===== src/design/stick_defs.svh =====
`ifndef STICK_DEFS_SVH
`define STICK_DEFS_SVH

// --------------------
// control word
// --------------------
`define STICK_CMD_W          32  // host control word width
`define STICK_SYNC_OPC       16  // system opcode, internal sync on/off

// --------------------
// channel parameters
// --------------------
`define STICK_VCH_NUM        16  // virtual channels
`define STICK_VCH_W          4   // virtual channel index
`define STICK_PARAM_W        8   // parameter value width
`define STICK_MUL_W          6   // data multiplier keeps six bits

// buffering and sync
`define STICK_FIFO_DEPTH     8   // parameter words in flight
`define STICK_MSYNC_DIV_BIT  20  // free-running divider tap for internal sync

`endif


===== src/design/stick_pkg.sv =====
package stick_pkg;

	// what an accepted control word turns into
	typedef enum logic [1:0]
	{
		CMD_PARAM  = 2'd0,  // bit 31 low, goes to the fifo
		CMD_SYNC   = 2'd1,  // system word, sync mode opcode
		CMD_IGNORE = 2'd2   // any other system opcode
	} cmd_kind_e;

	// parameter select, word bits 30:28
	typedef enum logic [2:0]
	{
		SEL_FRQ_DIV   = 3'd0,  // pulse frequency divisor
		SEL_PULSE_W   = 3'd1,  // pulse width
		SEL_DIAG_DATA = 3'd2,  // pulse diagram
		SEL_SMAX_NUM  = 3'd3,  // max search length
		SEL_WORDS_NUM = 3'd4,  // words to send
		SEL_OFFSET    = 3'd5,
		SEL_MUL_C     = 3'd6   // data multiplier, code 7 unused
	} param_sel_e;

	// decoder write side
	typedef enum logic {WR_IDLE = 1'b0, WR_WRITE = 1'b1} wr_state_e;

	// bank read side
	typedef enum logic {RD_IDLE = 1'b0, RD_READ = 1'b1} rd_state_e;

endpackage


===== src/design/wb_if.sv =====
`include "stick_defs.svh"

// wishbone classic link, single word transfers
interface wb_if;

	logic                    cyc;    // bus cycle in progress
	logic                    stb;    // transfer request
	logic                    we;     // 1 write, 0 read
	logic                    ack;    // slave completes the transfer
	logic [`STICK_CMD_W-1:0] dat_w;  // master to slave
	logic [`STICK_CMD_W-1:0] dat_r;  // slave to master

	modport master
	(
		output cyc, stb, we, dat_w,
		input  ack, dat_r
	);

	modport slave
	(
		input  cyc, stb, we, dat_w,
		output ack, dat_r
	);

endinterface


===== src/design/cmd_decoder.sv =====
`include "stick_defs.svh"

module cmd_decoder
(
	input  logic                    sysclk,
	input  logic                    phy_rst_n,
	input  logic [`STICK_CMD_W-1:0] i_cmd,
	input  logic                    i_cmd_valid,
	output logic                    o_cmd_ready,
	output logic                    o_int_sync_on,
	wb_if.master                    wr_bus
);

	stick_pkg::wr_state_e    wr_state;
	stick_pkg::cmd_kind_e    cmd_kind;
	logic                    accept;   // handshake this cycle
	logic [`STICK_CMD_W-1:0] fix_cmd;  // word with channel bits swapped
	logic [`STICK_CMD_W-1:0] dat_q;    // word held for the bus

	assign accept = i_cmd_valid & o_cmd_ready;

	// --------------------
	// classify
	// --------------------
	always_comb
	begin
		if (!i_cmd[`STICK_CMD_W-1])
			cmd_kind = stick_pkg::CMD_PARAM;
		else if (i_cmd[30:26] == 5'(`STICK_SYNC_OPC))
			cmd_kind = stick_pkg::CMD_SYNC;
		else
			cmd_kind = stick_pkg::CMD_IGNORE;  // unknown opcodes dropped here
	end

	// board wiring has the low two channel lines crossed
	assign fix_cmd = {i_cmd[31:26], ~i_cmd[25:24], i_cmd[23:0]};

	// --------------------
	// wishbone write
	// --------------------
	always_ff @(posedge sysclk or negedge phy_rst_n)
	begin
		if (!phy_rst_n)
			wr_state <= stick_pkg::WR_IDLE;
		else
			case (wr_state)
				stick_pkg::WR_IDLE:
					if (accept && cmd_kind == stick_pkg::CMD_PARAM)
						wr_state <= stick_pkg::WR_WRITE;
				stick_pkg::WR_WRITE:
					if (wr_bus.ack)  // fifo took it, back to idle
						wr_state <= stick_pkg::WR_IDLE;
				default:
					wr_state <= stick_pkg::WR_IDLE;
			endcase
	end

	always_ff @(posedge sysclk)
	begin
		if (accept && cmd_kind == stick_pkg::CMD_PARAM)
			dat_q <= fix_cmd;
	end

	assign wr_bus.cyc   = (wr_state == stick_pkg::WR_WRITE);
	assign wr_bus.stb   = (wr_state == stick_pkg::WR_WRITE);  // held until ack
	assign wr_bus.we    = 1'b1;
	assign wr_bus.dat_w = dat_q;

	// stall the host while a word is on the bus
	assign o_cmd_ready = (wr_state == stick_pkg::WR_IDLE);

	// sync mode register, bit 0 of the system word
	always_ff @(posedge sysclk or negedge phy_rst_n)
	begin
		if (!phy_rst_n)
			o_int_sync_on <= 1'b0;
		else if (accept && cmd_kind == stick_pkg::CMD_SYNC)
			o_int_sync_on <= i_cmd[0];
	end

endmodule


===== src/design/cmd_fifo.sv =====
`include "stick_defs.svh"

module cmd_fifo
(
	input  logic sysclk,
	input  logic phy_rst_n,
	wb_if.slave  wr_bus,
	wb_if.slave  rd_bus
);

	localparam int AW = $clog2(`STICK_FIFO_DEPTH);

	logic [`STICK_CMD_W-1:0] mem [`STICK_FIFO_DEPTH];
	logic [AW-1:0]           wr_ptr;
	logic [AW-1:0]           rd_ptr;
	logic [AW:0]             count;  // one bit wider, holds depth
	logic                    full;
	logic                    empty;
	logic                    push;
	logic                    pop;

	// circular pointer step
	function automatic logic [AW-1:0] ptr_next(input logic [AW-1:0] ptr);
		if (ptr == AW'(`STICK_FIFO_DEPTH - 1))
			return '0;
		else
			return ptr + 1'b1;
	endfunction

	assign full  = (count == (AW+1)'(`STICK_FIFO_DEPTH));
	assign empty = (count == '0);

	// --------------------
	// bus side
	// --------------------
	assign push = wr_bus.cyc & wr_bus.stb & wr_bus.we & ~full;    // held off when full
	assign pop  = rd_bus.cyc & rd_bus.stb & ~rd_bus.we & ~empty;

	assign wr_bus.ack   = push;
	assign wr_bus.dat_r = '0;           // write-only port
	assign rd_bus.ack   = pop;
	assign rd_bus.dat_r = mem[rd_ptr];  // head word, popped on ack

	// --------------------
	// storage
	// --------------------
	always_ff @(posedge sysclk)
	begin
		if (push)
			mem[wr_ptr] <= wr_bus.dat_w;
	end

	always_ff @(posedge sysclk or negedge phy_rst_n)
	begin
		if (!phy_rst_n)
		begin
			wr_ptr <= '0;
			rd_ptr <= '0;
			count  <= '0;
		end
		else
		begin
			if (push)
				wr_ptr <= ptr_next(wr_ptr);
			if (pop)
				rd_ptr <= ptr_next(rd_ptr);
			case ({push, pop})
				2'b10:   count <= count + 1'b1;
				2'b01:   count <= count - 1'b1;
				default: count <= count;  // both or neither, level unchanged
			endcase
		end
	end

endmodule


===== src/design/msync_gen.sv =====
`include "stick_defs.svh"

module msync_gen
#(
	parameter int P_DIV_BIT = `STICK_MSYNC_DIV_BIT  // divider tap
)
(
	input  logic sysclk,
	input  logic phy_rst_n,
	input  logic i_ch_tick,      // channel clock enable
	input  logic i_int_sync_on,  // 1 internal, 0 wheel sync
	input  logic i_ext_sync,
	output logic o_msync_n       // master sync, active low
);

	logic [P_DIV_BIT:0] div_cnt;  // free-running divider
	logic               int_sync;
	logic               sync_sel;

	// --------------------
	// internal sync source
	// --------------------
	always_ff @(posedge sysclk or negedge phy_rst_n)
	begin
		if (!phy_rst_n)
			div_cnt <= '0;
		else
			div_cnt <= div_cnt + 1'b1;
	end

	assign int_sync = div_cnt[P_DIV_BIT];  // square wave, period 2^(P_DIV_BIT+1)

	// wheel sync comes in active high
	assign sync_sel = i_int_sync_on ? int_sync : ~i_ext_sync;

	// re-time into the channel clock
	always_ff @(posedge sysclk or negedge phy_rst_n)
	begin
		if (!phy_rst_n)
			o_msync_n <= 1'b1;  // idle high
		else if (i_ch_tick)
			o_msync_n <= sync_sel;
	end

endmodule


===== src/design/param_bank.sv =====
`include "stick_defs.svh"

module param_bank
(
	input  logic                                  sysclk,
	input  logic                                  phy_rst_n,
	input  logic                                  i_ch_tick,  // channel clock enable
	wb_if.master                                  rd_bus,
	input  logic [`STICK_VCH_W-1:0]               i_rd_chan,
	input  logic [$bits(stick_pkg::param_sel_e)-1:0] i_rd_sel,
	output logic [`STICK_PARAM_W-1:0]             o_rd_value
);

	stick_pkg::rd_state_e       rd_state;
	stick_pkg::param_sel_e      wr_sel;   // fields of the popped word
	logic [`STICK_VCH_W-1:0]    wr_chan;
	logic [`STICK_PARAM_W-1:0]  wr_val;

	// virtual channel parameters
	logic [`STICK_PARAM_W-1:0]  frq_div   [`STICK_VCH_NUM];
	logic [`STICK_PARAM_W-1:0]  pulse_w   [`STICK_VCH_NUM];
	logic [`STICK_PARAM_W-1:0]  diag_data [`STICK_VCH_NUM];
	logic [`STICK_PARAM_W-1:0]  smax_num  [`STICK_VCH_NUM];
	logic [`STICK_PARAM_W-1:0]  words_num [`STICK_VCH_NUM];
	logic [`STICK_PARAM_W-1:0]  offset    [`STICK_VCH_NUM];
	logic [`STICK_MUL_W-1:0]    mul_c     [`STICK_VCH_NUM];  // narrow multiplier

	assign wr_sel  = stick_pkg::param_sel_e'(rd_bus.dat_r[30:28]);
	assign wr_chan = rd_bus.dat_r[27:24];
	assign wr_val  = rd_bus.dat_r[7:0];

	// --------------------
	// fifo drain, one word per tick
	// --------------------
	always_ff @(posedge sysclk or negedge phy_rst_n)
	begin
		if (!phy_rst_n)
			rd_state <= stick_pkg::RD_IDLE;
		else if (rd_state == stick_pkg::RD_IDLE && i_ch_tick)
			rd_state <= stick_pkg::RD_READ;
		else if (rd_state == stick_pkg::RD_READ)
			rd_state <= stick_pkg::RD_IDLE;  // single strobe, empty fifo retried next tick
	end

	assign rd_bus.cyc   = (rd_state == stick_pkg::RD_READ);
	assign rd_bus.stb   = (rd_state == stick_pkg::RD_READ);
	assign rd_bus.we    = 1'b0;
	assign rd_bus.dat_w = '0;

	always_ff @(posedge sysclk or negedge phy_rst_n)
	begin
		if (!phy_rst_n)
		begin
			for (int i = 0; i < `STICK_VCH_NUM; i++)
			begin
				frq_div[i]   <= '0;
				pulse_w[i]   <= '0;
				diag_data[i] <= '0;
				smax_num[i]  <= '0;
				words_num[i] <= '0;
				offset[i]    <= '0;
				mul_c[i]     <= '0;
			end
		end
		else if (rd_bus.ack)
			case (wr_sel)
				stick_pkg::SEL_FRQ_DIV:   frq_div[wr_chan]   <= wr_val;
				stick_pkg::SEL_PULSE_W:   pulse_w[wr_chan]   <= wr_val;
				stick_pkg::SEL_DIAG_DATA: diag_data[wr_chan] <= wr_val;
				stick_pkg::SEL_SMAX_NUM:  smax_num[wr_chan]  <= wr_val;
				stick_pkg::SEL_WORDS_NUM: words_num[wr_chan] <= wr_val;
				stick_pkg::SEL_OFFSET:    offset[wr_chan]    <= wr_val;
				stick_pkg::SEL_MUL_C:     mul_c[wr_chan]     <= wr_val[`STICK_MUL_W-1:0];
				default:                  ;  // code 7 stores nothing
			endcase
	end

	// read-out mux
	always_comb
	begin
		case (stick_pkg::param_sel_e'(i_rd_sel))
			stick_pkg::SEL_FRQ_DIV:   o_rd_value = frq_div[i_rd_chan];
			stick_pkg::SEL_PULSE_W:   o_rd_value = pulse_w[i_rd_chan];
			stick_pkg::SEL_DIAG_DATA: o_rd_value = diag_data[i_rd_chan];
			stick_pkg::SEL_SMAX_NUM:  o_rd_value = smax_num[i_rd_chan];
			stick_pkg::SEL_WORDS_NUM: o_rd_value = words_num[i_rd_chan];
			stick_pkg::SEL_OFFSET:    o_rd_value = offset[i_rd_chan];
			stick_pkg::SEL_MUL_C:
				o_rd_value = {{(`STICK_PARAM_W - `STICK_MUL_W){1'b0}}, mul_c[i_rd_chan]};
			default:                  o_rd_value = '0;
		endcase
	end

endmodule


===== src/design/stick_top.sv =====
`include "stick_defs.svh"

module stick_top
#(
	parameter int P_MSYNC_DIV_BIT = `STICK_MSYNC_DIV_BIT
)
(
	input  logic                                     sysclk,
	input  logic                                     phy_rst_n,
	// host command port
	input  logic [`STICK_CMD_W-1:0]                  i_cmd,
	input  logic                                     i_cmd_valid,
	output logic                                     o_cmd_ready,
	// channel clock enable and wheel sync
	input  logic                                     i_ch_tick,
	input  logic                                     i_ext_sync,
	// parameter read-out
	input  logic [`STICK_VCH_W-1:0]                  i_rd_chan,
	input  logic [$bits(stick_pkg::param_sel_e)-1:0] i_rd_sel,
	output logic [`STICK_PARAM_W-1:0]                o_rd_value,
	// master sync to the channels
	output logic                                     o_msync_n
);

	// --------------------
	// internal links
	// --------------------
	wb_if wr_bus ();  // decoder to fifo
	wb_if rd_bus ();  // fifo to bank

	logic int_sync_on;

	cmd_decoder u_cmd_decoder
	(
		.sysclk        (sysclk),
		.phy_rst_n     (phy_rst_n),
		.i_cmd         (i_cmd),
		.i_cmd_valid   (i_cmd_valid),
		.o_cmd_ready   (o_cmd_ready),
		.o_int_sync_on (int_sync_on),
		.wr_bus        (wr_bus.master)
	);

	cmd_fifo u_cmd_fifo
	(
		.sysclk    (sysclk),
		.phy_rst_n (phy_rst_n),
		.wr_bus    (wr_bus.slave),
		.rd_bus    (rd_bus.slave)
	);

	param_bank u_param_bank
	(
		.sysclk     (sysclk),
		.phy_rst_n  (phy_rst_n),
		.i_ch_tick  (i_ch_tick),
		.rd_bus     (rd_bus.master),
		.i_rd_chan  (i_rd_chan),
		.i_rd_sel   (i_rd_sel),
		.o_rd_value (o_rd_value)
	);

	msync_gen #(.P_DIV_BIT(P_MSYNC_DIV_BIT)) u_msync_gen
	(
		.sysclk        (sysclk),
		.phy_rst_n     (phy_rst_n),
		.i_ch_tick     (i_ch_tick),
		.i_int_sync_on (int_sync_on),
		.i_ext_sync    (i_ext_sync),
		.o_msync_n     (o_msync_n)
	);

endmodule


===== config.mk =====
export PLATFORM = sky130hd
export DESIGN_NAME = stick_top
export DESIGN_NICKNAME = d
export VERILOG_FILES = /design/src/design/stick_pkg.sv /design/src/design/wb_if.sv /design/src/design/cmd_decoder.sv /design/src/design/cmd_fifo.sv /design/src/design/msync_gen.sv /design/src/design/param_bank.sv /design/src/design/stick_top.sv
export VERILOG_INCLUDE_DIRS = /design/src /design/src/design
export SDC_FILE = /design/constraint.sdc
export NUM_CORES = 1
export LEC_CHECK = 0
export BUFFER_PORTS_ARGS = -buffer_cell sky130_fd_sc_hd__buf_2
export CAP_MARGIN = 15
export CORE_MARGIN = 2
export CORE_UTILIZATION = 50
export CTS_CLUSTER_DIAMETER = 50
export DETAILED_ROUTE_END_ITERATION = 6
export PLACE_DENSITY = 0.65
export SLEW_MARGIN = 5
export SYNTH_ARGS = -nofsm -noshare
export SYNTH_HDL_FRONTEND = slang
export SYNTH_SLANG_ARGS = --single-unit

===== constraint.sdc =====
create_clock -name sysclk -period 5.53 [get_ports sysclk]
set_clock_uncertainty 0.1 [all_clocks]
set_input_delay 1.106 -clock sysclk [delete_from_list [all_inputs] [get_ports sysclk]]
set_output_delay 1.106 -clock sysclk [all_outputs]
set_load 0.01 [all_outputs]

==> flow_summary.yaml <==
setup_path:
  cp-start-kind: "input pin"
  worstPathMaxFanout: 60
  crit_type: "in -> out"
  cp.arrival_ns: 4.08
  cp-end-kind: "primary output"
  crit_required_ns: 4.32
drt:
  vias_per_cell: 6.09
  initialDrtViolationCount: 2126
  avgRoutedWirePerCell_um: 27.1
  detail-route-antenna-nets: 0
  wirelength_um: 125000
  drt_first_pass_iters: 5
  num_vias: 28023
  drc: 0
outcome:
  status: "completed"
synthesis:
  synth_compound_area_frac: 0.0354
  synth_top_family_by_area: "multiplexers"
  yosys.area.top_type: "dfrtp_1"
  syn_area_um2: 46900
  yosys-top-cells-count: "dfrtp_1, mux2_2, mux2i_1"
  syn-num-nets: 3254
  ys_types: 63
  yosys_most_used_dff: "dfrtp_1"
  ys_warn_count: 0
  synth_area_per_cell_um2: 14.6
  netlist_instances: 3202
  async_flop_share: 0.869
  synth_top_area_share: 0.479
  synth_edf_count: 135
  synth.yosys.seq_area_share: 0.566
  ys_top_cells_by_area: "dfrtp_1, mux2_2, edfxtp_1, mux2i_1, mux4_2"
  synth_adder_area_share: 0.00214
  synth_seq_cells: 1034
  synth-xor-area-share: 0.00448
  synthSimpleGateAreaFrac: 0.0471
  synth.most_common_cell: "dfrtp_1"
  synthMuxAreaShare: 0.326
grt:
  grt_pass1_vias: 29764
  grt_first_pass_wirelength_um: 188000
  antenna_found_initial: 5
  gr-total-overflow: 0
  grt_usage: 0.263
  grt_max_degree: 136
place:
  hpwl_um: 79900
  place_congestion: 0.865
  numPortBuffers: 37
floorplanning:
  core_area_um2: 93000
  dieHeight_um: 310
  die_area_um2: 96200
  io_pins: 54
  die_x_um: 310
  rows: 112
  start_util: 0.504
clocking:
  cts_num_sinks: 1034
  cts_root_buf: "clkbuf_16"
  clk_pin_slew_worst_paths_ns: 0.06
  cts_tree: "done"
  insertion_delay_ns: 0.71
  cts_buffer_depth: 3
  cts_inserted_buffers: 119
  cts_setup_buffers: 0
  cts_resized: 0
  ctsHoldBuffers: 0
  htreeDepth: 3
sta:
  hold_viol: 0
  finalMaxSlewViolations: 0
  setup_tns_ns: 0
  max_freq_ghz: 0.189
  slew_headroom: 0.170
  rsz0062_at_grt: "false"
  setup_viol_count_final: 0
  fin_crit_sh: 0.956
  worst_pin_slew_ns: 1.24
  fin_crit_ns: 5.29
layout:
  drive_above_1_share: 0.422
  syn2layout_area_growth_pct: 13.4
  nets: 3301
  fin_util: 0.571
job:
  cap_violations: 0
min_path:
  hold_path.class: "reg -> reg"
power:
  leakagePower_nw: 24.9
  ir_drop_uv: 371
  power_density_nw_per_um2: 420
per-stage QoR:
stage	setup slack, ns	instance area [um2]	power [mW]	hold slack (ns)	std cells
5_1_grt	0.213	53100	23.2	0.344	4602
6_report	0.244	53100	22.3	0.340	4605
4_1_cts	0.188	53100	22.5	0.336	4602
2_1_floorplan	0.945	46900	12.1	0.296	3202
3_5_place_dp	0.206	49000	14.2	0.328	4382
3_3_place_gp	0.136	49000	13.9	0.328	4382
flip-flops by register name, indices dropped and copies added, names as in the netlist:
register                     flops
u_param_bank.smax_num          128
u_cmd_fifo.rd_ptr                3
u_cmd_decoder.wr_bus.dat_w      15
u_param_bank.pulse_w           128
u_msync_gen.o_msync_n            1
u_param_bank.mul_c              96
u_param_bank.rd_bus.cyc          1
u_cmd_decoder.o_int_sync_on      1
u_cmd_fifo.wr_ptr                3
u_param_bank.offset            128
u_param_bank.frq_div           128
u_msync_gen.div_cnt             21
u_param_bank.diag_data         128
u_cmd_decoder.wr_bus.cyc         1
u_param_bank.words_num         128
u_cmd_fifo.count                 4
u_cmd_fifo.mem                 120
layer usage:
metal | vias up | GRT usage | share of wire
li1 | 12068 | - | -
met1 | 14929 | 0.343 | 0.42
met2 | 774 | 0.429 | 0.48
met3 | 246 | 0.0581 | 0.058
met4 | 6 | 0.107 | 0.040
met5 | - | 0 | 0.00030
kinds of logic (layout without fill, tap and decap cells):
family | after synthesis | count (layout)
muxes | 1308 | 1308
DFF | 1034 | 1034
and+or+nand+nor | 382 | 382
AOI/OAI and AO/OA | 225 | 225
buffers and inverters | 221 | 367
xor gates and xnor gates | 24 | 24
adders and majority gates | 8 | 8
other | 0 | 3
layout by cell type, fill, tap and decap left out, types with 42 or more instances in the layout:
| cell | instances |
|---|---|
| a22oi_1 | 139 |
| buf_4 | 78 |
| nand3_1 | 84 |
| mux2_2 | 860 |
| mux2i_1 | 347 |
| mux4_2 | 65 |
| nand2_2 | 42 |
| clkbuf_16 | 120 |
| nand2_1 | 78 |
| dfrtp_1 | 897 |
| edfxtp_1 | 135 |
critical path, stage by stage:
cell,delay (ns)
buf_2,0.44
nor2b_4,0.32
buf_12,0.36
a22oi_1,0.15
and3_1,0.28
a2111oi_0,0.72
buf_4,0.23
nand4b_1,0.18
buf_2,0.21
report_power, final:
| part | internal [mW] | switching, mW |
|---|---|---|
| registers | 8.49 | 0.512 |
| clock network | 5.00 | 3.23 |
| logic | 1.63 | 3.46 |
worst paths after layout:
| check | endpoint | cells past startpoint | slack (ns) | from |
|---|---|---|---|---|
| min in group asynchronous | u_param_bank.mul_c[6] | 1 | 0.40 | phy_rst_n |
| setup reg to reg | u_param_bank.mul_c[41] | 6 | 1.21 | u_cmd_fifo.rd_ptr[0] |
| max in group asynchronous | u_param_bank.smax_num[104] | 2 | 3.61 | phy_rst_n |
| hold / removal | u_param_bank.rd_bus.cyc | 1 | 0.34 | u_param_bank.rd_bus.cyc |
| setup / recovery | o_rd_value[6] | 9 | 0.24 | i_rd_chan[1] |
| hold reg to reg | u_param_bank.rd_bus.cyc | 1 | 0.34 | u_param_bank.rd_bus.cyc |
layout make-up:
| class | instances | area (um2) |
|---|---|---|
| Clock buffer | 150 | 3250 |
| Fill cell | 7365 | 39900 |
| Tap cell | 1254 | 1570 |
| Clock inverter | 70 | 898 |
| Timing Repair Buffer | 137 | 1230 |
| Multi-Input combinational cell | 1947 | 19600 |
| Antenna cell | 3 | 7.51 |
| Sequential cell | 1034 | 26600 |
| Inverter | 10 | 37.5 |
No activity file was read; power rests on OpenSTA's default activity.
